**src/hdl/pid_pkg.sv**
```systemverilog
package pid_pkg;

	//////////////////////////////////////////////////
	// widths
	//////////////////////////////////////////////////

	localparam int W_SAMPLE = 16;
	localparam int W_COEF = 16;
	localparam int W_PID = 32;
	localparam int W_OUT = 24;
	localparam int W_SHIFT = 5;
	localparam int W_OS = 4;

	// value types
	typedef logic signed [W_SAMPLE-1:0] sample_t;
	typedef logic signed [W_COEF-1:0] coef_t;
	typedef logic signed [W_PID-1:0] pid_t;
	typedef logic signed [W_OUT-1:0] out_t;
	typedef logic [W_SHIFT-1:0] shift_t;
	typedef logic [W_OS-1:0] os_t;

	//////////////////////////////////////////////////
	// pipeline timing
	//////////////////////////////////////////////////

	localparam int OSF_LAT = 2;
	localparam int PID_LAT = 5;
	localparam int OPP_LAT = 4;
	// issue to out_valid, also the dispatcher hazard window
	localparam int PIPE_DEPTH = OSF_LAT + PID_LAT + OPP_LAT;

	// settings targets, field value sits in the low bits of data
	typedef enum logic [3:0] {
		IN_SEL   = 4'd0,
		OSF_OS   = 4'd1,
		SETPOINT = 4'd2,
		P_COEF   = 4'd3,
		I_COEF   = 4'd4,
		D_COEF   = 4'd5,
		LOCK_EN  = 4'd6,
		OPP_MULT = 4'd7,
		OPP_RS   = 4'd8,
		OPP_MIN  = 4'd9,
		OPP_MAX  = 4'd10
	} cfg_addr_e;

	typedef struct packed {
		logic valid;
		cfg_addr_e addr;
		logic [7:0] chan;
		logic [31:0] data;
	} cfg_write_t;

	typedef struct packed {
		logic valid;
		logic [7:0] dest;
		pid_t value;
	} instr_t;

	typedef struct packed {
		logic valid;
		logic [7:0] chan;
		sample_t data;
	} sample_in_t;

	// index width for a table of n entries, never zero
	function automatic int idx_width(input int n);
		return (n > 1) ? $clog2(n) : 1;
	endfunction

endpackage

```
**src/hdl/osf_stage.sv**
```systemverilog
`timescale 1ns/1ps

module osf_stage #(
	parameter int N_OUT = 4
) (
	input  logic                 sys_clk_in,
	input  logic                 sys_reset,
	input  pid_pkg::cfg_write_t  cfg,
	input  pid_pkg::instr_t      in,
	output pid_pkg::instr_t      out
);

	localparam int W_IDX = pid_pkg::idx_width(N_OUT);
	// count must reach 2^15 for the largest exponent
	localparam int W_CNT = 2 ** pid_pkg::W_OS;

	// per-output state
	pid_pkg::pid_t osf_sum [N_OUT];
	logic [W_CNT-1:0] osf_cnt [N_OUT];
	pid_pkg::os_t osf_os [N_OUT];

	// read-add results for the incoming dest
	logic [W_IDX-1:0] in_idx;
	pid_pkg::pid_t sum_nxt;
	logic [W_CNT-1:0] cnt_nxt;
	logic done_nxt;

	// first stage registers
	logic s1_valid;
	logic [7:0] s1_dest;
	logic s1_done;
	pid_pkg::pid_t s1_sum;
	pid_pkg::os_t s1_os;

	always_ff @(posedge sys_clk_in) begin
		if (sys_reset) begin
			for (int o = 0; o < N_OUT; o++)
				osf_os[o] <= '0;
		end else if (cfg.valid && cfg.addr == pid_pkg::OSF_OS && cfg.chan < N_OUT) begin
			osf_os[cfg.chan[W_IDX-1:0]] <= cfg.data[pid_pkg::W_OS-1:0];
		end
	end

	//////////////////////////////////////////////////
	// stage 1, read add writeback
	//////////////////////////////////////////////////

	assign in_idx = in.dest[W_IDX-1:0];
	assign sum_nxt = osf_sum[in_idx] + in.value;
	assign cnt_nxt = osf_cnt[in_idx] + 1'b1;
	// count satisfied at 2^n, so n = 0 passes every sample
	assign done_nxt = (cnt_nxt == (W_CNT'(1) << osf_os[in_idx]));

	always_ff @(posedge sys_clk_in) begin
		if (sys_reset) begin
			for (int o = 0; o < N_OUT; o++) begin
				osf_sum[o] <= '0;
				osf_cnt[o] <= '0;
			end
		end else if (in.valid) begin
			osf_sum[in_idx] <= done_nxt ? '0 : sum_nxt;
			osf_cnt[in_idx] <= done_nxt ? '0 : cnt_nxt;
		end
	end

	always_ff @(posedge sys_clk_in) begin
		if (sys_reset) begin
			s1_valid <= 1'b0;
		end else begin
			s1_valid <= in.valid;
			s1_dest <= in.dest;
			s1_done <= done_nxt;
			s1_sum <= sum_nxt;
			s1_os <= osf_os[in_idx];
		end
	end

	//////////////////////////////////////////////////
	// stage 2, divide by 2^n
	//////////////////////////////////////////////////

	// partial counts stop here
	always_ff @(posedge sys_clk_in) begin
		if (sys_reset) begin
			out.valid <= 1'b0;
		end else begin
			out.valid <= s1_valid && s1_done;
			out.dest <= s1_dest;
			out.value <= s1_sum >>> s1_os;
		end
	end

endmodule

```
**config.mk**
```make
export PLATFORM = sky130hd
export DESIGN_NAME = osf_stage
export DESIGN_NICKNAME = d
export VERILOG_FILES = /design/src/hdl/pid_pkg.sv /design/src/hdl/osf_stage.sv
export SDC_FILE = /design/constraint.sdc
export NUM_CORES = 1
export LEC_CHECK = 0
export ABC_AREA = 1
export BUFFER_PORTS_ARGS = -buffer_cell sky130_fd_sc_hd__buf_2
export CAP_MARGIN = 30
export CORE_ASPECT_RATIO = 1.4
export CORE_UTILIZATION = 60
export CTS_CLUSTER_SIZE = 14
export DETAILED_ROUTE_END_ITERATION = 6
export PLACE_DENSITY = 0.78
export SYNTH_ARGS = -nofsm -noshare
export SYNTH_HDL_FRONTEND = slang
export SYNTH_SLANG_ARGS = --single-unit
```
**constraint.sdc**
```tcl
create_clock -name sys_clk_in -period 7.4 [get_ports sys_clk_in]
set_input_delay 0 -clock sys_clk_in [delete_from_list [all_inputs] [get_ports sys_clk_in]]
set_output_delay 0 -clock sys_clk_in [all_outputs]
set_load 0.1 [all_outputs]
```
Word level (Yosys, flattened, before mapping)
Memory sizes are Yosys's and may differ from the RTL's.
Cells that the tools add are included.
- add/sub/neg operators: 2
- reduce and logical (&&, ||, !) cells: 6
- equality and inequality tests: 2
- order comparisons: 1
- multiplexer cells: 19
- shift operators: 2
- operators with widths (cell ; number):
    $mux W32 ; 2
    $add A32 B32 Y32 ; 1
    $mux W16 ; 2
    $reduce_or A32 Y1 ; 1
    $sshr A32 B4 Y32 ; 1
    $add A16 B1 Y16 const B ; 1
    $eq A16 B16 Y1 ; 1
    $reduce_or A16 Y1 ; 1
    $shl A1 B4 Y16 const A ; 1
    $mux W1 ; 11
    $lt A8 B3 Y1 const B ; 1
    $mux W2 ; 3
    $eq A4 B1 Y1 const B ; 1
    $mux W4 ; 1
    $reduce_or A4 Y1 ; 1
    $logic_and A1 B1 Y1 ; 3
- register bits after elaboration: 87
- input bits: 88
- memory bits (writable): 208
- memories: 3
- output and inout port bits: 41
- memories (memory ; words ; width ; read ports ; clocked after memory_dff ; write ports ; line ; text):
    osf_sum ; 4 ; 32 ; 1 ; 0 ; 4 ; osf_stage.sv:18 ; pid_pkg::pid_t osf_sum [N_OUT];
    osf_cnt ; 4 ; 16 ; 1 ; 0 ; 4 ; osf_stage.sv:19 ; logic [W_CNT-1:0] osf_cnt [N_OUT];
    osf_os ; 4 ; 4 ; 1 ; 0 ; 4 ; osf_stage.sv:20 ; pid_pkg::os_t osf_os [N_OUT];

Logic depth before layout (Yosys ltp)
- word-level depth: 8
- gate-level depth with buffers: 24
- gate-level depth less buffers: 20

Worst setup path before layout
OpenSTA, ideal clock, no wires.
- path type: input to register
- from: in sys_reset
- to: mem osf_cnt[2][0] (netlist name) (enable)
- cell stages on the path: 2
- arrival: 4.793 ns
- data required time: 6.880 ns
- setup time: 0.520 ns
- path slack: 2.087 ns
- cells stage by stage: clkinv_1 o21ai_0
- RTL lines (item ; line ; text):
    from (decl) ; osf_stage.sv:7 ; input logic sys_reset,
    to (decl) ; osf_stage.sv:19 ;

==> results.json <==
{
  "synth_edf_count": 293,
  "place_congestion": 0.9668,
  "final_nets": 2133,
  "core_mm2": 0.02683,
  "detail_route.wl_per_cell_um": 17.64,
  "critPathMaxStageDelay_ps": 770,
  "finalPower_mw": 4.478,
  "io_buffers": 100,
  "diodes": 0,
  "clkTransAtPathRegs_ps": 70,
  "fin_area_mm2": 0.01820,
  "crit_family": "simple AND/OR/NAND/NOR gates",
  "multi_input_area_mm2": 0.006365,
  "final_common_cell": "nand2_1",
  "grt_pass1_wl_um": 65570,
  "tns_ps": 0,
  "min_period_ps": 4571,
  "start_util_pct": 60.76,
  "critPathLaunchType": "input pin",
  "antenna_left": 0,
  "powerDensity_mw_per_mm2": 246.1,
  "syn_to_final_growth_pct": 11.61,
  "clock_path_buffers": 3,
  "grtUsageTotal_pct": 30.81,
  "finalMaxSlewViolations": 0,
  "hold_path_class": "input pin to register",
  "leakage_nw": 7.906,
  "synth_seq_cells": 295,
  "stdcell_count": 2397,
  "final_cell_mix": "nand2_1 (470), nor2_1 (343), edfxtp_1 (293)",
  "crit_fanout": 49,
  "fillers": 2241,
  "first_global_vias": 13610,
  "cts_tree": "done",
  "rsz0062_at_grt": "false",
  "die-area_mm2": 0.02784,
  "row_count": 71,
  "maxCapViolCount": 0,
  "num_vias": 13610,
  "skew_ps": 16.00,
  "dp.final_hpwl_um": 27710,
  "hold_violations": 0,
  "drt_pass1_iterations": 6,
  "synthesis.area_mm2": 0.01630,
  "cts_buffers": 29,
  "synth_ff_type": "edfxtp_1",
  "dpl.cell_count": 2323,
  "fmax_mhz": 218.7,
  "cp_common_cell": "nand2_1",
  "status": "complete, no violations",
  "clock_latency_ps": 560,
  "seqCellArea_mm2": 0.008838,
  "relSlewSlack_pct": 35.96,
  "grt_remaining_overflow": 0,
  "cp_cell_sequence": "dlygate4sd3_1 -> buf_2 -> buf_4 -> nand3_1 -> nand2_1 -> ha_1 -> nand2_1 -> nor2_2 -> nand3_1 -> nand3_1 -> nand2_1 -> nor2_1 -> nand2_1 -> nor2_1 -> nand3_4 -> nand2_1 -> nor2_1",
  "cts_root_buffer": "clkbuf_16",
  "drt_iter0_drc": 901,
  "drt_wl_total_um": 42290,
  "utilization_pct": 67.82,
  "synth_nets": 2047,
  "ys_types": 46,
  "drive_above_1_share_pct": 10.33,
  "cp-end-kind": "register",
  "drcViolationCount": 0,
  "finalSetupViolations": 0,
  "cp_slowest_cell": "nand3_4",
  "period_share_pct": 61.78,
  "ys_seq_area_share_pct": 54.22,
  "synthArstFlopShare_pct": 0,
  "arrival_ps": 4840,
  "die_x_um": 141.3,
  "grt_max_degree": 81,
  "path_buf_inv": 3,
  "vdd.ir_drop.worst_uv": 276.0,
  "postSynthAreaPerCell_um2": 8.464,
  "die_h_um": 197.0,
  "viasPerCell": 5.677,
  "tightest_slew_ps": 960.6,
  "grt_antenna_before_repair": 0,
  "critPathKind": "input pin to register",
  "placed_area_mm2": 0.01706,
  "io_pins": 129,
  "critPathRequiredTime_ps": 7670,
  "yosysWarnings": 0,
  "htree_levels": 1,
  "synthCells": 1926,
  "clock-sinks": 295
}
==> through the flow <==
step	hold WS, ps	worst slack, ps
3_5_place_dp	178.1	2578
6_report	27.83	2829
2_1_floorplan	71.76	2087
5_1_grt	34.35	2623
4_1_cts	6.208	2997
3_3_place_gp	176.1	2705
==> cell usage after synthesis (2+ instances only) <==
| master | count | area, um^2 |
|---|---|---|
| buf_2 | 11 | 55.05 |
| o211ai_1 | 5 | 37.54 |
| clkinv_1 | 3 | 11.26 |
| a31oi_1 | 9 | 56.30 |
| or2_2 | 3 | 18.77 |
| dfxtp_1 | 2 | 40.04 |
| a21boi_0 | 2 | 15.01 |
| and3_1 | 2 | 12.51 |
| a21oi_1 | 46 | 230.2 |
| o31ai_1 | 2 | 15.01 |
| nor2_1 | 343 | 1287 |
| nand2_1 | 474 | 1779 |
| buf_4 | 5 | 37.54 |
| xor2_1 | 23 | 201.4 |
| nand3b_1 | 5 | 37.54 |
| ha_1 | 32 | 400.4 |
| nand2_2 | 6 | 37.54 |
| inv_2 | 19 | 71.32 |
| edfxtp_1 | 293 | 8798 |
| clkbuf_1 | 60 | 225.2 |
| inv_1 | 183 | 686.9 |
| nand4_1 | 12 | 75.07 |
| xnor2_1 | 5 | 43.79 |
| buf_6 | 3 | 33.78 |
| o21bai_1 | 4 | 30.03 |
| o22ai_1 | 32 | 200.2 |
| nand2_4 | 8 | 90.09 |
| o21ai_1 | 3 | 15.01 |
| mux2i_1 | 7 | 70.07 |
| o21ai_0 | 166 | 830.8 |
| nor3_1 | 11 | 55.05 |
| buf_1 | 4 | 15.01 |
| nor2_2 | 7 | 43.79 |
| nand3_1 | 124 | 620.6 |
==> layer usage <==
| metal | vias to the layer above | wire (um) | part of all wire [%] | global-route usage [%] |
|---|---|---|---|---|
| met2 | 511 | 22290 | 53 | 58.01 |
| met5 | - | 0 | 0 | 0 |
| li1 | 6559 | - | - | - |
| met4 | 0 | 1956 | 4.6 | 17.59 |
| met3 | 116 | 2504 | 5.9 | 3.297 |
| met1 | 6422 | 15530 | 37 | 33.26 |
==> timing repair <==
item | in CTS | in global routing
buffers inserted | 0 | 0
hold endpoints to repair | 42 | 0
gates resized for setup | 0 | 0
hold buffers | 22 | 0
==> report_power, final <==
group / internal, mW / switching, mW
Clock: 0.790 / 0.612
Combinational: 0.258 / 0.765
Sequential: 2.01 / 0.0415
==> final timing paths <==
kind	startpoint	end	slack [ps]	cells after the start
max reg2reg	osf_cnt[0][0]	osf_sum[0][20]	3520	16
min reg2reg	s1_dest[1]	out[33]	420	0
min	in[6]	s1_sum[6]	30	3
max	in[33]	osf_sum[0][20]	2830	17
==> registers in the layout (all words and copies together), names as in the netlist <==
register,count
s1_os,4
s1_dest,8
s1_sum,32
osf_cnt,64
s1_done,1
s1_valid,1
out,41
osf_sum,128
osf_os,16
==> cells by family after synthesis <==
family	after synthesis	synth area share (%)
simple gates	1000	25.17
flops	295	54.22
compound gates	274	9.034
fa+ha+maj	33	2.579
mux	7	0.4298
xor+xnor	28	1.504
buf+inv	289	7.061
==> final cells by class <==
class	count	area share [%]
Tap cell	365	2.510
Multi-Input combinational cell	1342	34.98
Sequential cell	295	48.58
Inverter	205	4.243
Timing Repair Buffer	139	4.786
Clock inverter	15	0.7702
Clock buffer	36	4.133
==> worst register-to-register path, cell delays in order (launching register included) <==
cell      delay, ps
edfxtp_1        330
inv_1            40
nand2_1          50
nand3_1          70
nand2_1         250
ha_1            290
nand2_1         130
nor2_2          380
nand3_1         170
nand3_1         120
nand2_1          60
nor2_1          100
nand2_1          70
nor2_1          230
nand3_4         770
nand2_1         450
nor2_1           90
No activity file was read; power rests on OpenSTA's default activity.
