`src/hdl/pid_pkg.sv`:
```
package pid_pkg;

	//////////////////////////////////////////////////
	// widths
	//////////////////////////////////////////////////

	localparam int W_SAMPLE = 16;
	localparam int W_COEF = 16;
	localparam int W_PID = 32;
	localparam int W_OUT = 24;
	localparam int W_SHIFT = 5;
	localparam int W_OS = 4;

	// value types
	typedef logic signed [W_SAMPLE-1:0] sample_t;
	typedef logic signed [W_COEF-1:0] coef_t;
	typedef logic signed [W_PID-1:0] pid_t;
	typedef logic signed [W_OUT-1:0] out_t;
	typedef logic [W_SHIFT-1:0] shift_t;
	typedef logic [W_OS-1:0] os_t;

	//////////////////////////////////////////////////
	// pipeline timing
	//////////////////////////////////////////////////

	localparam int OSF_LAT = 2;
	localparam int PID_LAT = 5;
	localparam int OPP_LAT = 4;
	// issue to out_valid, also the dispatcher hazard window
	localparam int PIPE_DEPTH = OSF_LAT + PID_LAT + OPP_LAT;

	// settings targets, field value sits in the low bits of data
	typedef enum logic [3:0] {
		IN_SEL   = 4'd0,
		OSF_OS   = 4'd1,
		SETPOINT = 4'd2,
		P_COEF   = 4'd3,
		I_COEF   = 4'd4,
		D_COEF   = 4'd5,
		LOCK_EN  = 4'd6,
		OPP_MULT = 4'd7,
		OPP_RS   = 4'd8,
		OPP_MIN  = 4'd9,
		OPP_MAX  = 4'd10
	} cfg_addr_e;

	typedef struct packed {
		logic valid;
		cfg_addr_e addr;
		logic [7:0] chan;
		logic [31:0] data;
	} cfg_write_t;

	typedef struct packed {
		logic valid;
		logic [7:0] dest;
		pid_t value;
	} instr_t;

	typedef struct packed {
		logic valid;
		logic [7:0] chan;
		sample_t data;
	} sample_in_t;

	// index width for a table of n entries, never zero
	function automatic int idx_width(input int n);
		return (n > 1) ? $clog2(n) : 1;
	endfunction

endpackage

```
`src/hdl/opp_stage.sv`:
```
`timescale 1ns/1ps

module opp_stage #(
	parameter int N_OUT = 4
) (
	input  logic                 sys_clk_in,
	input  logic                 sys_reset,
	input  pid_pkg::cfg_write_t  cfg,
	input  pid_pkg::instr_t      in,
	output logic                 out_valid,
	output logic [7:0]           out_chan,
	output pid_pkg::out_t        out_data
);

	localparam int W_IDX = pid_pkg::idx_width(N_OUT);
	// full product width, truncated only after the shift
	localparam int W_PROD = pid_pkg::W_PID + pid_pkg::W_COEF;

	// per-output settings and accumulator
	pid_pkg::coef_t opp_mult [N_OUT];
	pid_pkg::shift_t opp_rs [N_OUT];
	pid_pkg::out_t opp_min [N_OUT];
	pid_pkg::out_t opp_max [N_OUT];
	pid_pkg::out_t opp_prev [N_OUT];

	logic [3:1] v_pipe;
	logic [W_IDX-1:0] i_pipe [1:3];

	logic signed [W_PROD-1:0] q1_prod;
	pid_pkg::shift_t q1_rs;
	pid_pkg::out_t q2_shift;
	pid_pkg::out_t q3_hi;
	pid_pkg::out_t acc;
	pid_pkg::out_t lo;

	always_ff @(posedge sys_clk_in) begin
		if (sys_reset) begin
			for (int o = 0; o < N_OUT; o++) begin
				opp_mult[o] <= '0;
				opp_rs[o] <= '0;
				opp_min[o] <= '0;
				opp_max[o] <= '0;
			end
		end else if (cfg.valid && cfg.chan < N_OUT) begin
			case (cfg.addr)
				pid_pkg::OPP_MULT: opp_mult[cfg.chan[W_IDX-1:0]] <= cfg.data[pid_pkg::W_COEF-1:0];
				pid_pkg::OPP_RS: opp_rs[cfg.chan[W_IDX-1:0]] <= cfg.data[pid_pkg::W_SHIFT-1:0];
				pid_pkg::OPP_MIN: opp_min[cfg.chan[W_IDX-1:0]] <= cfg.data[pid_pkg::W_OUT-1:0];
				pid_pkg::OPP_MAX: opp_max[cfg.chan[W_IDX-1:0]] <= cfg.data[pid_pkg::W_OUT-1:0];
				default: ;
			endcase
		end
	end

	always_ff @(posedge sys_clk_in) begin
		if (sys_reset)
			v_pipe <= '0;
		else
			v_pipe <= {v_pipe[2:1], in.valid};
	end

	always_ff @(posedge sys_clk_in) begin
		i_pipe[1] <= in.dest[W_IDX-1:0];
		i_pipe[2] <= i_pipe[1];
		i_pipe[3] <= i_pipe[2];
	end

	//////////////////////////////////////////////////
	// scale, accumulate, clamp
	//////////////////////////////////////////////////

	// accumulate then clamp high against this channel
	assign acc = q2_shift + opp_prev[i_pipe[2]];
	assign lo = (q3_hi < opp_min[i_pipe[3]]) ? opp_min[i_pipe[3]] : q3_hi;

	always_ff @(posedge sys_clk_in) begin
		// multiply and fetch shift
		q1_prod <= W_PROD'(in.value) * W_PROD'(opp_mult[in.dest[W_IDX-1:0]]);
		q1_rs <= opp_rs[in.dest[W_IDX-1:0]];
		// arithmetic right shift down to output width
		q2_shift <= pid_pkg::out_t'(q1_prod >>> q1_rs);
		q3_hi <= (acc > opp_max[i_pipe[2]]) ? opp_max[i_pipe[2]] : acc;
	end

	// writeback and emit
	always_ff @(posedge sys_clk_in) begin
		if (sys_reset) begin
			out_valid <= 1'b0;
			for (int o = 0; o < N_OUT; o++)
				opp_prev[o] <= '0;
		end else begin
			out_valid <= v_pipe[3];
			out_chan <= 8'(i_pipe[3]);
			out_data <= lo;
			if (v_pipe[3])
				opp_prev[i_pipe[3]] <= lo;
		end
	end

	a_out_range: assert property (@(posedge sys_clk_in) disable iff (sys_reset)
		out_valid && (opp_max[out_chan[W_IDX-1:0]] >= opp_min[out_chan[W_IDX-1:0]])
		|-> (out_data <= opp_max[out_chan[W_IDX-1:0]])
		&& (out_data >= opp_min[out_chan[W_IDX-1:0]]))
		else $error("chan %0d output %h outside limits", out_chan, out_data);

endmodule

```
`config.mk`:
```
export PLATFORM = sky130hd
export DESIGN_NAME = opp_stage
export DESIGN_NICKNAME = d
export VERILOG_FILES = /design/src/hdl/pid_pkg.sv /design/src/hdl/opp_stage.sv
export SDC_FILE = /design/constraint.sdc
export NUM_CORES = 2
export LEC_CHECK = 0
export BUFFER_PORTS_ARGS = -buffer_cell sky130_fd_sc_hd__buf_2
export CAP_MARGIN = 20
export CORE_ASPECT_RATIO = 0.8
export CORE_MARGIN = 3
export CORE_UTILIZATION = 60
export DETAILED_ROUTE_END_ITERATION = 7
export GPL_ROUTABILITY_DRIVEN = 0
export PLACE_DENSITY = 0.84
export SYNTH_ARGS = -nofsm -noshare
export SYNTH_HDL_FRONTEND = slang
export SYNTH_SLANG_ARGS = --single-unit
```
`constraint.sdc`:
```
create_clock -name sys_clk_in -period 13.25 [get_ports sys_clk_in]
set_input_delay 1.9875 -clock sys_clk_in [delete_from_list [all_inputs] [get_ports sys_clk_in]]
set_output_delay 1.9875 -clock sys_clk_in [all_outputs]
set_load 0.05 [all_outputs]
```
Yosys cells after proc, flatten, opt, wreduce, memory -nomap -nowiden
Memory sizes are Yosys's and may differ from the RTL's. A register that Yosys moved wholly into a read port is not among the register bits. Cells that the tools add are included.

$add $sub $neg: 1. $mul: 1. Order comparisons: 3. Equality and inequality tests: 4. Shift operators: 1. Mux-type cells: 38. Reductions and logical operators: 6.

Operators by type and width (count): $mux 24 (5); $reduce_or 24->1 (3); $mul 32x16->48 (1); $sshr 48x5->24 (1); $mux 1 (26); $add 24x24->24 (1); $gt 24x24->1 (1); $lt 24x24->1 (1); $mux 16 (1); $reduce_or 16->1 (1); $eq 4x4->1 const B (3); $mux 2 (5); $lt 8x3->1 const B (1); $mux 5 (1); $reduce_or 5->1 (1); $eq 4x3->1 const B (1); $logic_and 1x1->1 (1).

Register bits after elaboration: 126. RAM bits: 378. Output and inout port bits: 33. Word-level logic and storage cells: 67. Memories kept: 6.

Memories: opp_max (depth 4, width 24, read ports 1, clocked after Yosys merged registers in 0, wr ports 4, line opp_stage.sv:23) `pid_pkg::out_t opp_max [N_OUT];`; opp_min (depth 4, width 24, read ports 1, clocked after Yosys merged registers in 0, wr ports 4, line opp_stage.sv:22) `pid_pkg::out_t opp_min [N_OUT];`; opp_prev (depth 4, width 24, read ports 1, clocked after Yosys merged registers in 0, wr ports 4, line opp_stage.sv:24) `pid_pkg::out_t opp_prev [N_OUT];`; opp_mult (depth 4, width 16, read ports 1, clocked after Yosys merged registers in 0, wr ports 4, line opp_stage.sv:20) `pid_pkg::coef_t opp_mult [N_OUT];`; opp_rs (depth 4, width 5, read ports 1, clocked after Yosys merged registers in 1, wr ports 4, line opp_stage.sv:21) `pid_pkg::shift_t opp_rs [N_OUT];`; i_pipe (depth 3, width 2, read ports 3, clocked after Yosys merged registers in 0, wr ports 3, line opp_stage.sv:27) `logic [W_IDX-1:0] i_pipe [1:3];`.

Depth between registers and ports, before layout
Word-level depth: 7. Mapped depth: 26. Gate-level depth less buffers: 25.

Worst setup path before layout
OpenSTA, ideal clock, no wires.

Path type: in2reg. From: in in[32] in the netlist's numbering. To: reg q1_prod[47]. Setup time: 120 ps. Data arrival time: 8682 ps. Data required time: 13130 ps. Slack: 4448 ps. Stages: 24. Buffers on the path: 2. Cell sequence: buf_1 -> mux4_2 -> clkbuf_1 -> and2_1 -> fa_1 -> inv_1 -> fa_1 -> fa_1 -> inv_1 -> fa_1 -> fa_1 -> inv_1 -> fa_1 -> inv_1 -> ha_1 -> and3_1 -> a221oi_1 -> o21ai_0 -> a21o_1 -> a31oi_1 -> o41a_1 -> o21bai_1 -> a21oi_1 -> xnor2_1.

Cells in the longest elaborated chain, start to end: 2.

RTL lines: start, declared (line opp_stage.sv:9) `input pid_pkg::instr_t in,`; $mem_v2 4x16; $mul 32x16->48 (line opp_stage.sv:78) `q1_prod <= W_PROD'(in.value) * W_PROD'(opp_mult[in.dest[W_IDX-1:0]]);`; end signal, assigned (line opp_stage.sv:78); end, declared (line opp_stage.sv:29) `logic signed [W_PROD-1:0] q1_prod;`.

Every way passes these cells. A chain may end at the register's enable or synchronous reset.

Worst setup path in the final report
Same ends and word-level chain as after synthesis.

==> results.yml <==
outcome:
  outcome: "finished, final reports clean"
routing:
  post-route-drc-count: 0
  wl_per_cell_um: 20.8
  final_antenna_net_count: 0
  firstDrtPassIters: 5
  via_per_inst: 5.95
  drtIter0Drc: 3034
  vias: 28400
  wl_mm: 99.3
layout:
  syn2layout_area_growth_pct: 6.97
  drive_above_1_share_pct: 10.7
  fin_nets: 4573
sta:
  finalSetupViolCount: 0
  fin_tns_setup_ns: 0
  max_slew_margin_pct: 32.2
  fin_hold_ws_ns: 0.332
  fin_crit_ns: 9.49
  fin_ws_ns: 3.76
  finalCritPeriodShare_pct: 71.6
  rsz0062_at_grt: "false"
  fin_skew_ns: 0.0361
  fmax_mhz: 105
  final_max_slew_viol_count: 0
  worst-slew-pin-transition_ns: 1.01
  finalHoldViolCount: 0
synth:
  synth_edf_count: 398
  ys_types: 65
  async_reset_ff_share_pct: 0
  synth_top_area_share_pct: 28.6
  synth_area_leader_cell: "edfxtp_1"
  synth-main-ff-cell: "edfxtp_1"
  yosysWarningCount: 0
  avgSynthCellArea_um2: 10.9
  synth_cells: 3841
  ys_seq_elements: 509
  synth.most_common_cell: "inv_1"
  netlist_area_mm2: 0.0417
  ys_seq_area_share_pct: 34.0
  synthTopCellsByArea: "edfxtp_1 (29%), fa_1 (23%), mux4_2 (6.2%), inv_1 (5.8%), ha_1 (5.5%)"
  synth_commonest_cells: "inv_1 (646), fa_1 (487), edfxtp_1 (398), nand2_1 (398), and2_1 (280)"
critical_path:
  r2r-start: "opp_mult[0][4]$_SDFFCE_PN0P_"
  critPathMostFrequentCell: "fa_1"
  cp_data_arrival_time_ns: 9.95
  start_kind: "primary input"
  slowest_stage: "mux4_2"
  crit_chain: "buf_2, mux4_2, nand2_1, fa_1, fa_1, fa_1, inv_1, fa_1, fa_1, inv_1, fa_1, inv_1, ha_1, and3_1, a221oi_1, o21ai_0, a21o_1, a31oi_1, o41a_1, o21bai_1, a21oi_1, xnor2_1"
  worstSetupEndpointType: "flip-flop"
  cp_num_buf_inv: 4
  crit_path_max_fanout: 32
  max_stage_delay_ns: 0.99
  cp.required_ns: 13.71
  cp_top_family: "adder cells"
  startpoint: "in[32]"
  critical_path_class: "primary input to flip-flop"
worst_hold_path:
  min_path_type: "flip-flop to flip-flop"
  hold_start: "i_pipe[0][3]$_DFF_P_"
global_route:
  grtUsageMet2_pct: 43.5
  antenna_found_initial: 5
  grt-ovfl-total: 0
  grt_first_pass_wirelength_mm: 161
  grt_busiest_layer: "met2"
  grt_use_met3_pct: 6.09
  grt_pass1_vias: 29800
  grt_max_degree: 99
  track_usage_pct: 28.1
  grt.met1_usage_pct: 40.1
clocking:
  path_clk_slew_ns: 0.06
  numCtsBuffers: 47
  post_cts_buffers: 0
  cts_resized: 0
  ctsLongestPathBuffers: 3
  cts_max_level: 2
  cts_hold_buffers: 0
  cts_tree: "built"
  root_buffer: "clkbuf_16"
  clock_sinks: 509
  clk-insertion-delay-late_ns: 0.60
floorplanning:
  start_util_pct: 61.3
  fp.dieArea_mm2: 0.0728
  die_x_um: 301
  core.rowCount: 85
  top_level_ports: 121
  die_h_um: 242
  core_area_mm2: 0.0681
place:
  pre_cts_slack_ns: 3.27
  hpwlAfterDp_mm: 68.4
  io_buffers: 100
job:
  max-cap-violations: 0
[layout by cell type, fill, tap and decap left out, drive strengths merged, types with 5 or more instances in the layout]
master and instances:
nand2b 5, xor2 23, nor2 188, o31ai 6
o21ai 83, a31oi 17, a21o 31, a21oi 90
fa 487, o21a 14, nand3 14, xnor2 51
inv 650, and2 280, edfxtp 398, nor2b 24
buf 147, dfxtp 111, o21bai 14, mux2i 61
ha 184, o211ai 21, mux4 115, nand4 14
clkinv 23, mux2 42, nor3 20, clkbuf 60
or2 7, and3 214, conb 6, a211oi 14
nand2 398
[final timing paths]
path                               end  slack [ns]  cells past startpoint
setup / recovery   q1_prod[47]$_DFF_P_        3.76                     22
hold / removal    i_pipe[0][5]$_DFF_P_        0.33                      0
setup reg to reg   q1_prod[47]$_DFF_P_        5.56                     23
hold reg to reg   i_pipe[0][5]$_DFF_P_        0.33                      0
[stage by stage]
step	cells	util [%]	cell area (µm²)
3_3_place_gp	4670	63.0	42900
5_1_grt	4766	65.6	44600
6_report	4769	65.6	44600
2_1_floorplan	3846	-	41700
3_5_place_dp	4672	63.1	42900
4_1_cts	4760	65.3	44500
[worst register-to-register path, delay by kind of cell, from the launching register on]
family,cells,cell delay [ns]
AND/OR/NAND/NOR,2,0.48
AO/OA/AOI/OAI,7,2.24
multiplexers,1,0.47
buffers and inverters,5,0.48
adder cells (fa/ha/maj),7,3.35
flip-flops,1,0.40
XOR/XNOR,1,0.12
[state kept, by name, summed over array words and instances (netlist names)]
signal     cells
out_chan       2
opp_rs        20
q3_hi         24
q1_rs          5
out_valid      1
opp_max       96
opp_min       96
i_pipe         6
opp_prev      96
out_data      24
q1_prod       48
v_pipe         3
q2_shift      24
opp_mult      64
[metal layers]
| layer | share of wire, % | wire (µm) |
|---|---|---|
| met4 | 3.0 | 2990 |
| met5 | 0.016 | 16 |
| met2 | 47 | 46300 |
| met1 | 40 | 39500 |
| met3 | 11 | 10500 |
[cells by family after synthesis]
kind of cell	after synthesis	synth area share [%]
simple gates	1179	14.1
fa+ha+maj	671	28.9
xor+xnor	74	1.55
mux	218	8.80
compound gates	313	4.67
other cells	1	0.00899
flops	509	34.0
buf+inv	876	7.98
[cell type report]
class	count	area [µm²]
Clock buffer	60	1310
Antenna cell	3	7.51
Timing Repair Buffer	147	988
Tap cell	913	1140
Fill cell	4893	23400
Sequential cell	509	14200
Inverter	648	2430
Multi-Input combinational cell	2461	24300
Clock inverter	28	245
Power is not shown: default switching activity piles up to over one toggle a cycle in this logic, so the estimate is an artifact.
