$ cat config.mk
export PLATFORM = sky130hd
export DESIGN_NAME = instr_dispatch
export DESIGN_NICKNAME = d
export VERILOG_FILES = /design/src/hdl/pid_pkg.sv /design/src/hdl/instr_dispatch.sv
export SDC_FILE = /design/constraint.sdc
export NUM_CORES = 1
export LEC_CHECK = 0
export ABC_CLOCK_PERIOD_IN_PS = 9000
export BUFFER_PORTS_ARGS = -buffer_cell sky130_fd_sc_hd__buf_2
export CAP_MARGIN = 20
export CORE_MARGIN = 2
export CORE_UTILIZATION = 45
export DETAILED_ROUTE_END_ITERATION = 10
export GPL_ROUTABILITY_DRIVEN = 0
export GPL_TIMING_DRIVEN = 0
export PLACE_DENSITY = 0.69
export SETUP_SLACK_MARGIN = 0.4
export SLEW_MARGIN = 20
export SYNTH_ARGS = -nofsm -noshare
export SYNTH_HDL_FRONTEND = slang
export SYNTH_SLANG_ARGS = --single-unit
$ cat constraint.sdc
create_clock -name sys_clk_in -period 9 [get_ports sys_clk_in]
set_input_delay 0.9 -clock sys_clk_in [delete_from_list [all_inputs] [get_ports sys_clk_in]]
set_output_delay 0.9 -clock sys_clk_in [all_outputs]
set_load 0.005 [all_outputs]
$ cat src/hdl/pid_pkg.sv
package pid_pkg;

	//////////////////////////////////////////////////
	// widths
	//////////////////////////////////////////////////

	localparam int W_SAMPLE = 16;
	localparam int W_COEF = 16;
	localparam int W_PID = 32;
	localparam int W_OUT = 24;
	localparam int W_SHIFT = 5;
	localparam int W_OS = 4;

	// value types
	typedef logic signed [W_SAMPLE-1:0] sample_t;
	typedef logic signed [W_COEF-1:0] coef_t;
	typedef logic signed [W_PID-1:0] pid_t;
	typedef logic signed [W_OUT-1:0] out_t;
	typedef logic [W_SHIFT-1:0] shift_t;
	typedef logic [W_OS-1:0] os_t;

	//////////////////////////////////////////////////
	// pipeline timing
	//////////////////////////////////////////////////

	localparam int OSF_LAT = 2;
	localparam int PID_LAT = 5;
	localparam int OPP_LAT = 4;
	// issue to out_valid, also the dispatcher hazard window
	localparam int PIPE_DEPTH = OSF_LAT + PID_LAT + OPP_LAT;

	// settings targets, field value sits in the low bits of data
	typedef enum logic [3:0] {
		IN_SEL   = 4'd0,
		OSF_OS   = 4'd1,
		SETPOINT = 4'd2,
		P_COEF   = 4'd3,
		I_COEF   = 4'd4,
		D_COEF   = 4'd5,
		LOCK_EN  = 4'd6,
		OPP_MULT = 4'd7,
		OPP_RS   = 4'd8,
		OPP_MIN  = 4'd9,
		OPP_MAX  = 4'd10
	} cfg_addr_e;

	typedef struct packed {
		logic valid;
		cfg_addr_e addr;
		logic [7:0] chan;
		logic [31:0] data;
	} cfg_write_t;

	typedef struct packed {
		logic valid;
		logic [7:0] dest;
		pid_t value;
	} instr_t;

	typedef struct packed {
		logic valid;
		logic [7:0] chan;
		sample_t data;
	} sample_in_t;

	// index width for a table of n entries, never zero
	function automatic int idx_width(input int n);
		return (n > 1) ? $clog2(n) : 1;
	endfunction

endpackage

$ cat src/hdl/instr_dispatch.sv
`timescale 1ns/1ps

module instr_dispatch #(
	parameter int N_OUT = 4,
	parameter int N_IN = 2,
	parameter int QUEUE_DEPTH = 8
) (
	input  logic                 sys_clk_in,
	input  logic                 sys_reset,
	input  pid_pkg::sample_in_t  sample_in,
	input  pid_pkg::cfg_write_t  cfg,
	output pid_pkg::instr_t      issue
);

	localparam int W_IDX = pid_pkg::idx_width(N_OUT);
	localparam int W_QP = pid_pkg::idx_width(QUEUE_DEPTH);
	localparam int W_QC = $clog2(QUEUE_DEPTH + 1);
	localparam int DEPTH = pid_pkg::PIPE_DEPTH;

	// sample queue
	logic [7:0] q_chan [QUEUE_DEPTH];
	pid_pkg::sample_t q_data [QUEUE_DEPTH];
	logic [W_QP-1:0] wr_ptr;
	logic [W_QP-1:0] rd_ptr;
	logic [W_QC-1:0] q_count;
	logic q_empty;
	logic q_full;
	logic push;
	logic pop;

	// routing and search
	logic [7:0] route [N_OUT];
	logic [N_OUT-1:0] visited;
	logic [N_OUT-1:0] match;
	logic [N_OUT-1:0] busy;
	logic [W_IDX-1:0] sel;
	logic found;
	logic go;

	// dests issued in the last DEPTH cycles
	logic [DEPTH-1:0] hist_valid;
	logic [W_IDX-1:0] hist_dest [DEPTH];

	function automatic logic [W_QP-1:0] ptr_inc(input logic [W_QP-1:0] p);
		return (p == W_QP'(QUEUE_DEPTH - 1)) ? '0 : p + 1'b1;
	endfunction

	//////////////////////////////////////////////////
	// sample queue
	//////////////////////////////////////////////////

	assign q_empty = (q_count == '0);
	assign q_full = (q_count == W_QC'(QUEUE_DEPTH));
	// no back-pressure, a sample into a full queue is lost
	assign push = sample_in.valid && !q_full;
	// head retires once nothing is left to visit
	assign pop = !q_empty && !found;

	always_ff @(posedge sys_clk_in) begin
		if (push) begin
			q_chan[wr_ptr] <= sample_in.chan;
			q_data[wr_ptr] <= sample_in.data;
		end
	end

	always_ff @(posedge sys_clk_in) begin
		if (sys_reset) begin
			wr_ptr <= '0;
			rd_ptr <= '0;
			q_count <= '0;
		end else begin
			if (push)
				wr_ptr <= ptr_inc(wr_ptr);
			if (pop)
				rd_ptr <= ptr_inc(rd_ptr);
			if (push && !pop)
				q_count <= q_count + 1'b1;
			else if (pop && !push)
				q_count <= q_count - 1'b1;
		end
	end

	//////////////////////////////////////////////////
	// routing table and priority search
	//////////////////////////////////////////////////

	// N_IN marks an output as unrouted
	always_ff @(posedge sys_clk_in) begin
		if (sys_reset) begin
			for (int o = 0; o < N_OUT; o++)
				route[o] <= 8'(N_IN);
		end else if (cfg.valid && cfg.addr == pid_pkg::IN_SEL && cfg.chan < N_OUT) begin
			route[cfg.chan[W_IDX-1:0]] <= cfg.data[7:0];
		end
	end

	always_comb begin
		for (int o = 0; o < N_OUT; o++) begin
			match[o] = !q_empty && !visited[o] && (route[o] == q_chan[rd_ptr])
				&& (route[o] < 8'(N_IN));
		end
	end

	// descending scan so the lowest matching output wins
	always_comb begin
		found = |match;
		sel = '0;
		for (int o = N_OUT - 1; o >= 0; o--) begin
			if (match[o])
				sel = W_IDX'(o);
		end
	end

	// outputs with an instruction still in the pipeline
	always_comb begin
		busy = '0;
		for (int i = 0; i < DEPTH; i++) begin
			if (hist_valid[i])
				busy[hist_dest[i]] = 1'b1;
		end
	end

	// hold the whole sample while its next output is in flight
	assign go = found && !busy[sel];

	always_ff @(posedge sys_clk_in) begin
		if (sys_reset)
			visited <= '0;
		else if (pop)
			visited <= '0;
		else if (go)
			visited[sel] <= 1'b1;
	end

	always_ff @(posedge sys_clk_in) begin
		if (sys_reset)
			hist_valid <= '0;
		else
			hist_valid <= {hist_valid[DEPTH-2:0], go};
	end

	always_ff @(posedge sys_clk_in) begin
		hist_dest[0] <= sel;
		for (int i = 1; i < DEPTH; i++)
			hist_dest[i] <= hist_dest[i-1];
	end

	// issue register
	always_ff @(posedge sys_clk_in) begin
		if (sys_reset) begin
			issue.valid <= 1'b0;
		end else begin
			issue.valid <= go;
			issue.dest <= 8'(sel);
			issue.value <= pid_pkg::pid_t'(q_data[rd_ptr]);
		end
	end

	a_no_push_full: assert property (@(posedge sys_clk_in) disable iff (sys_reset)
		sample_in.valid |-> !q_full)
		else $error("dispatch queue full, sample on chan %0d dropped", sample_in.chan);

	a_issue_dest: assert property (@(posedge sys_clk_in) disable iff (sys_reset)
		issue.valid |-> issue.dest < N_OUT)
		else $error("issued dest %0d out of range", issue.dest);

endmodule

* Word-level counts from Yosys, hierarchy flattened
Memory sizes are Yosys's and may differ from the RTL's. A register that Yosys moved wholly into a read port is not among the register bits.
Index checks and enable logic that the tools add are counted.
** Cells by class
- Add/sub/neg operators :: 4
- Magnitude comparators :: 29
- Eq/ne operators :: 7
- Mux-type cells :: 57
- Bitwise gates (word level) :: 11
- Reduce and logical (&&, ||, !) cells :: 48
** Operators with widths (number)
- two-way mux 4 bit :: 13
- OR 4 bit :: 11
- less-than comparator 2 x 3 -> 1 bit, second input constant :: 12
- == test 8 bit :: 4
- less-than comparator 8 x 2 -> 1 bit, second input constant :: 4
- logical AND 1 bit :: 31
- demux 1 bit (select 2 bit) :: 12
- >= comparator 2 x 1 -> 1 bit, second input constant :: 12
- two-way mux 1 bit :: 21
- two-way mux 3 bit :: 4
- logical NOT 1 bit :: 11
- two-way mux 2 bit :: 5
- logical NOT 4 bit :: 2
- less-than comparator 8 x 3 -> 1 bit, second input constant :: 1
- two-way mux 8 bit :: 1
- OR reduction 8 bit :: 1
- adder 3 x 1 -> 3 bit, second input constant :: 2
- == test 3 bit, second input constant :: 2
- adder 4 x 1 -> 4 bit, second input constant :: 1
- == test 4 bit, second input constant :: 1
- OR reduction 4 bit :: 1
- subtractor 4 x 1 -> 4 bit, second input constant :: 1
- binary-select mux 1 bit (select 2 bit) :: 1
- nonzero test 2 bit :: 1
- OR reduction 2 bit :: 1
** Storage, ports and cells
- Register bits :: 28
- Memory bits (writable) :: 246
- Input port bits :: 72
- Output and inout port bits :: 41
- Word-level logic and storage cells :: 167
- Memories :: 4
** Memory list
- q_data :: depth 8, width 16, rd ports 1, clocked after Yosys merged registers in 1, write ports 1, line instr_dispatch.sv:22 : pid_pkg::sample_t q_data [QUEUE_DEPTH];
- q_chan :: depth 8, width 8, rd ports 1, clocked after Yosys merged registers in 1, write ports 1, line instr_dispatch.sv:21 : logic [7:0] q_chan [QUEUE_DEPTH];
- route :: depth 4, width 8, rd ports 4, clocked after Yosys merged registers in 0, write ports 4, line instr_dispatch.sv:32 : logic [7:0] route [N_OUT];
- hist_dest :: depth 11, width 2, rd ports 11, clocked after Yosys merged registers in 0, write ports 11, line instr_dispatch.sv:42 : logic [W_IDX-1:0] hist_dest [DEPTH];

* Longest topological paths before layout
An unclocked memory read counts as a cell.
- Depth after elaboration :: 30
- Mapped depth :: 18
- Gate-level depth less buffers :: 15

* Least setup slack after synthesis
No wires, ideal clock.
- Path type :: input port to flip-flop
- From :: input sample_in[24] (netlist name)
- To :: memory q_chan[0][0], enable pin
- Library setup time :: 0.466 ns
- Arrival time :: 3.398 ns
- Required time :: 8.534 ns
- Slack :: 5.136 ns
- Stages on the path :: 2
- Buffers on the path :: 0
- Path through :: nand2_1 > nor4_1
** On the way
- Cells in the longest elaborated chain, start to end :: 3
** Ends and longest elaborated chain
- start, declared :: line instr_dispatch.sv:10 : input pid_pkg::sample_in_t sample_in,
- logical AND 1 bit :: line instr_dispatch.sv:55 : assign push = sample_in.valid && !q_full;
- two-way mux 1 bit :: line instr_dispatch.sv:60 : if (push) begin
- two-way mux 1 bit (implied by the code) :: line instr_dispatch.sv:61 : q_chan[wr_ptr] <= sample_in.chan;
- end, declared :: line instr_dispatch.sv:21
No other way between the ends.

==> flow_summary.toml <==
[hold_path]
worstHoldPathCells = 0
min_from = "hist_dest[1][0]"
min_to = "hist_dest[2][0]"
hold_class = "reg -> reg"

[cts]
insertion_delay_ns = 0.56
cts_sinks = 292
cts_tree = "yes"
clock_path_buffers = 3
cts_setup_buffers = 0
path_clk_slew_ns = 0.06
root_buffer = "clkbuf_16"
hold_buffers = 0
cts_resized = 0
numCtsBuffers = 29
ctsHtreeMaxLevel = 1

[grt]
grt_pass1_vias = 6232
grt_pass1_wl_mm = 35.27
grt_start_max_net_pins = 24
grt_use_total = 0.1758
grt-ovfl-total = 0
antenna_found_initial = 1

[routing]
wl_per_cell_um = 19.61
ant_nets = 0
drc = 0
drt_iter0_drc = 573
routed_wl_mm = 22.91
vias = 6229
avgViaCountPerCell = 5.333
first_pass_iters = 4

[timing]
final_max_slew_viol_count = 0
final.setup.tns_ns = 0
worst_slew_pin_slew_ns = 1.008
whs_ns = 0.3949
fin_crit_sh = 0.4659
setup_viol = 0
period_needed_ns = 4.193
hold_violations = 0
clock.fmax_mhz = 238.5
fin_skew_ns = 0.02140
slew_headroom = 0.3280
rsz0062_at_grt = "no"

[synth]
ys_warn_count = 0
synthDistinctLibCells = 53
synth_ff_type = "edfxtp_1"
synth_edf_count = 242
synthCells = 675
synth.cell_area_um2 = 11380
ys_seq_area_frac = 0.7263
synth_seq_cells = 292
syn_avg_cell_area_um2 = 16.86
async_flop_share = 0

[critical_path]
reg2reg_depth = 17
r2r_end = "q_count[3]"
worstPathRequired_ns = 9.48
worstPathMaxFanout = 10
worstPathArrival_ns = 4.67
worstSetupPathType = "reg -> reg"
reg2reg_slack_ns = 4.81
worstSetupStartpointType = "register"
cp-end-kind = "register"

[power_and_ir_drop]
p_comb_frac = 0.208
swShare = 0.2574
ir_drop_v = 0.0001881
seqPwrFrac = 0.455
internal_power_mw = 2.619
p_per_area_nw_per_um2 = 262.0
clkPwrFrac = 0.337
switchingPower_mw = 0.9078
power_mw = 3.527
p_leak_nw = 4.674

[floorplanning]
fp.dieW_um = 163.1
core_area_um2 = 25040
boundaryPins = 113
start_util = 0.4547
dieHeight_um = 163.1
rows = 58
die-area_um2 = 26590

[place]
portBuffers = 82
hpwl_mm = 15.27

[finish]
n_fill_cell = 2012
drive_above_1_share = 0.2852
syn_to_final_growth_pct = 18.25
antennaDiodeCount = 0
nNetsFinal = 895

[job]
cap_violations = 0

[outcome]
status = "complete, no violations"
[how the worst max path moves through the flow]
| stage | cells after the start | from | endpoint |
|---|---|---|---|
| finish | 17 | register | q_count[3] |
| global placement | 3 | sample_in[24] | q_data[0][4] |
| floorplan | 2 | sample_in[24] | q_chan[0][0] |
| global route | 17 | register | q_count[3] |
| CTS | 17 | register | q_count[3] |
| detailed placement | 17 | register | q_count[3] |
[layout by cell type, fill, tap and decap left out, types with 4 or more instances in the layout]
master,n
a21oi_1,11
and2_1,29
buf_2,83
buf_4,37
buf_6,7
clkbuf_1,23
clkbuf_16,29
clkinv_1,6
clkinv_2,6
conb_1,6
dfxtp_1,50
edfxtp_1,242
ha_1,7
mux2i_1,8
mux4_1,5
mux4_2,43
nand2_1,81
nand2b_1,6
nand3_1,19
nand3b_1,6
nand4_1,5
nor2_1,10
nor2b_1,11
nor3_1,7
nor3_2,8
nor3b_1,12
nor4_1,13
o22ai_1,5
or3_1,4
xnor2_1,6
[state kept, by name (all words and copies together), names as in the netlist, named ones only]
| register | flops |
|---|---|
| route | 32 |
| issue | 18 |
| q_count | 4 |
| q_chan | 64 |
| hist_valid | 11 |
| hist_dest | 22 |
| rd_ptr | 3 |
| q_data | 128 |
| visited | 4 |
| wr_ptr | 3 |
[synth_stat cells, drive strengths merged (12+ instances only)]
library cell | count | area share
nor2 | 15 | 0.0054
edfxtp | 242 | 0.64
mux4 | 48 | 0.097
nand3 | 19 | 0.0084
buf | 28 | 0.020
clkbuf | 14 | 0.0046
nor4 | 15 | 0.0088
nor3b | 12 | 0.0079
and2 | 29 | 0.016
nand2 | 81 | 0.027
nor3 | 15 | 0.0084
dfxtp | 50 | 0.088
[stage by stage]
| step | instances | instance area, µm² | setup WS [ns] | utilization |
|---|---|---|---|---|
| 2_1_floorplan | 680 | 11400 | 5.136 | - |
| 3_3_place_gp | 1092 | 12230 | 2.708 | 0.4883 |
| 3_5_place_dp | 1114 | 12520 | 4.794 | 0.4999 |
| 4_1_cts | 1168 | 13450 | 4.767 | 0.5371 |
| 5_1_grt | 1168 | 13460 | 4.524 | 0.5376 |
| 6_report | 1168 | 13460 | 4.807 | 0.5376 |
[power by group through the flow]
stage	Combinational, mW	Sequential [mW]	Clock (mW)
detailed placement	0.739	1.63	0
finish	0.734	1.60	1.19
global route	0.804	1.61	1.26
floorplan	0.515	1.63	0
global placement	0.711	1.63	0
CTS	0.747	1.61	1.20
[per-layer routing]
metal	GRT usage	vias up	share of wire
li1	-	2861	-
met1	0.2344	3147	0.42
met2	0.3016	178	0.50
met3	0.03301	41	0.056
met4	0.04183	2	0.021
met5	0	-	0.00057
[cells by family (layout without fill, tap and decap cells)]
family / Yosys count / count (layout) / share of synthesized area
other: 1 / 6 / 0.0003294
AND/OR/NAND/NOR: 227 / 227 / 0.1061
flip-flops: 292 / 292 / 0.7263
XOR/XNOR: 7 / 7 / 0.005386
AO/OA/AOI/OAI: 33 / 33 / 0.01869
buffers and inverters: 49 / 207 / 0.02682
adder cells (fa/ha/maj): 8 / 8 / 0.009452
multiplexers: 58 / 58 / 0.1069
[layout make-up]
class / instances / area [µm²] / share of cell area
tap: 330 / 412.9 / 0.03067
sequential: 292 / 8268 / 0.6142
clock inverter: 15 / 158.9 / 0.01181
multi-input combinational: 339 / 2890 / 0.2147
timing repair buffer: 104 / 651.9 / 0.04843
buffer: 42 / 279.0 / 0.02073
clock buffer: 39 / 773.2 / 0.05745
inverter: 7 / 26.28 / 0.001952
[worst max-delay path: stages (launching register included)]
cell and delay (ns):
dfxtp_1 0.49, clkbuf_1 0.52, mux4_2 0.40, mux2i_1 0.23, nand2_1 0.17, nor3_2 0.35
o21ai_2 0.16, and3_4 0.19, buf_6 0.13, inv_2 0.04, ha_1 0.16, inv_1 0.09
ha_1 0.28, a21o_1 0.19, a21oi_1 0.17, xnor2_1 0.10, or3_1 0.31, a21oi_1 0.14
No activity file was read; power rests on OpenSTA's default activity.
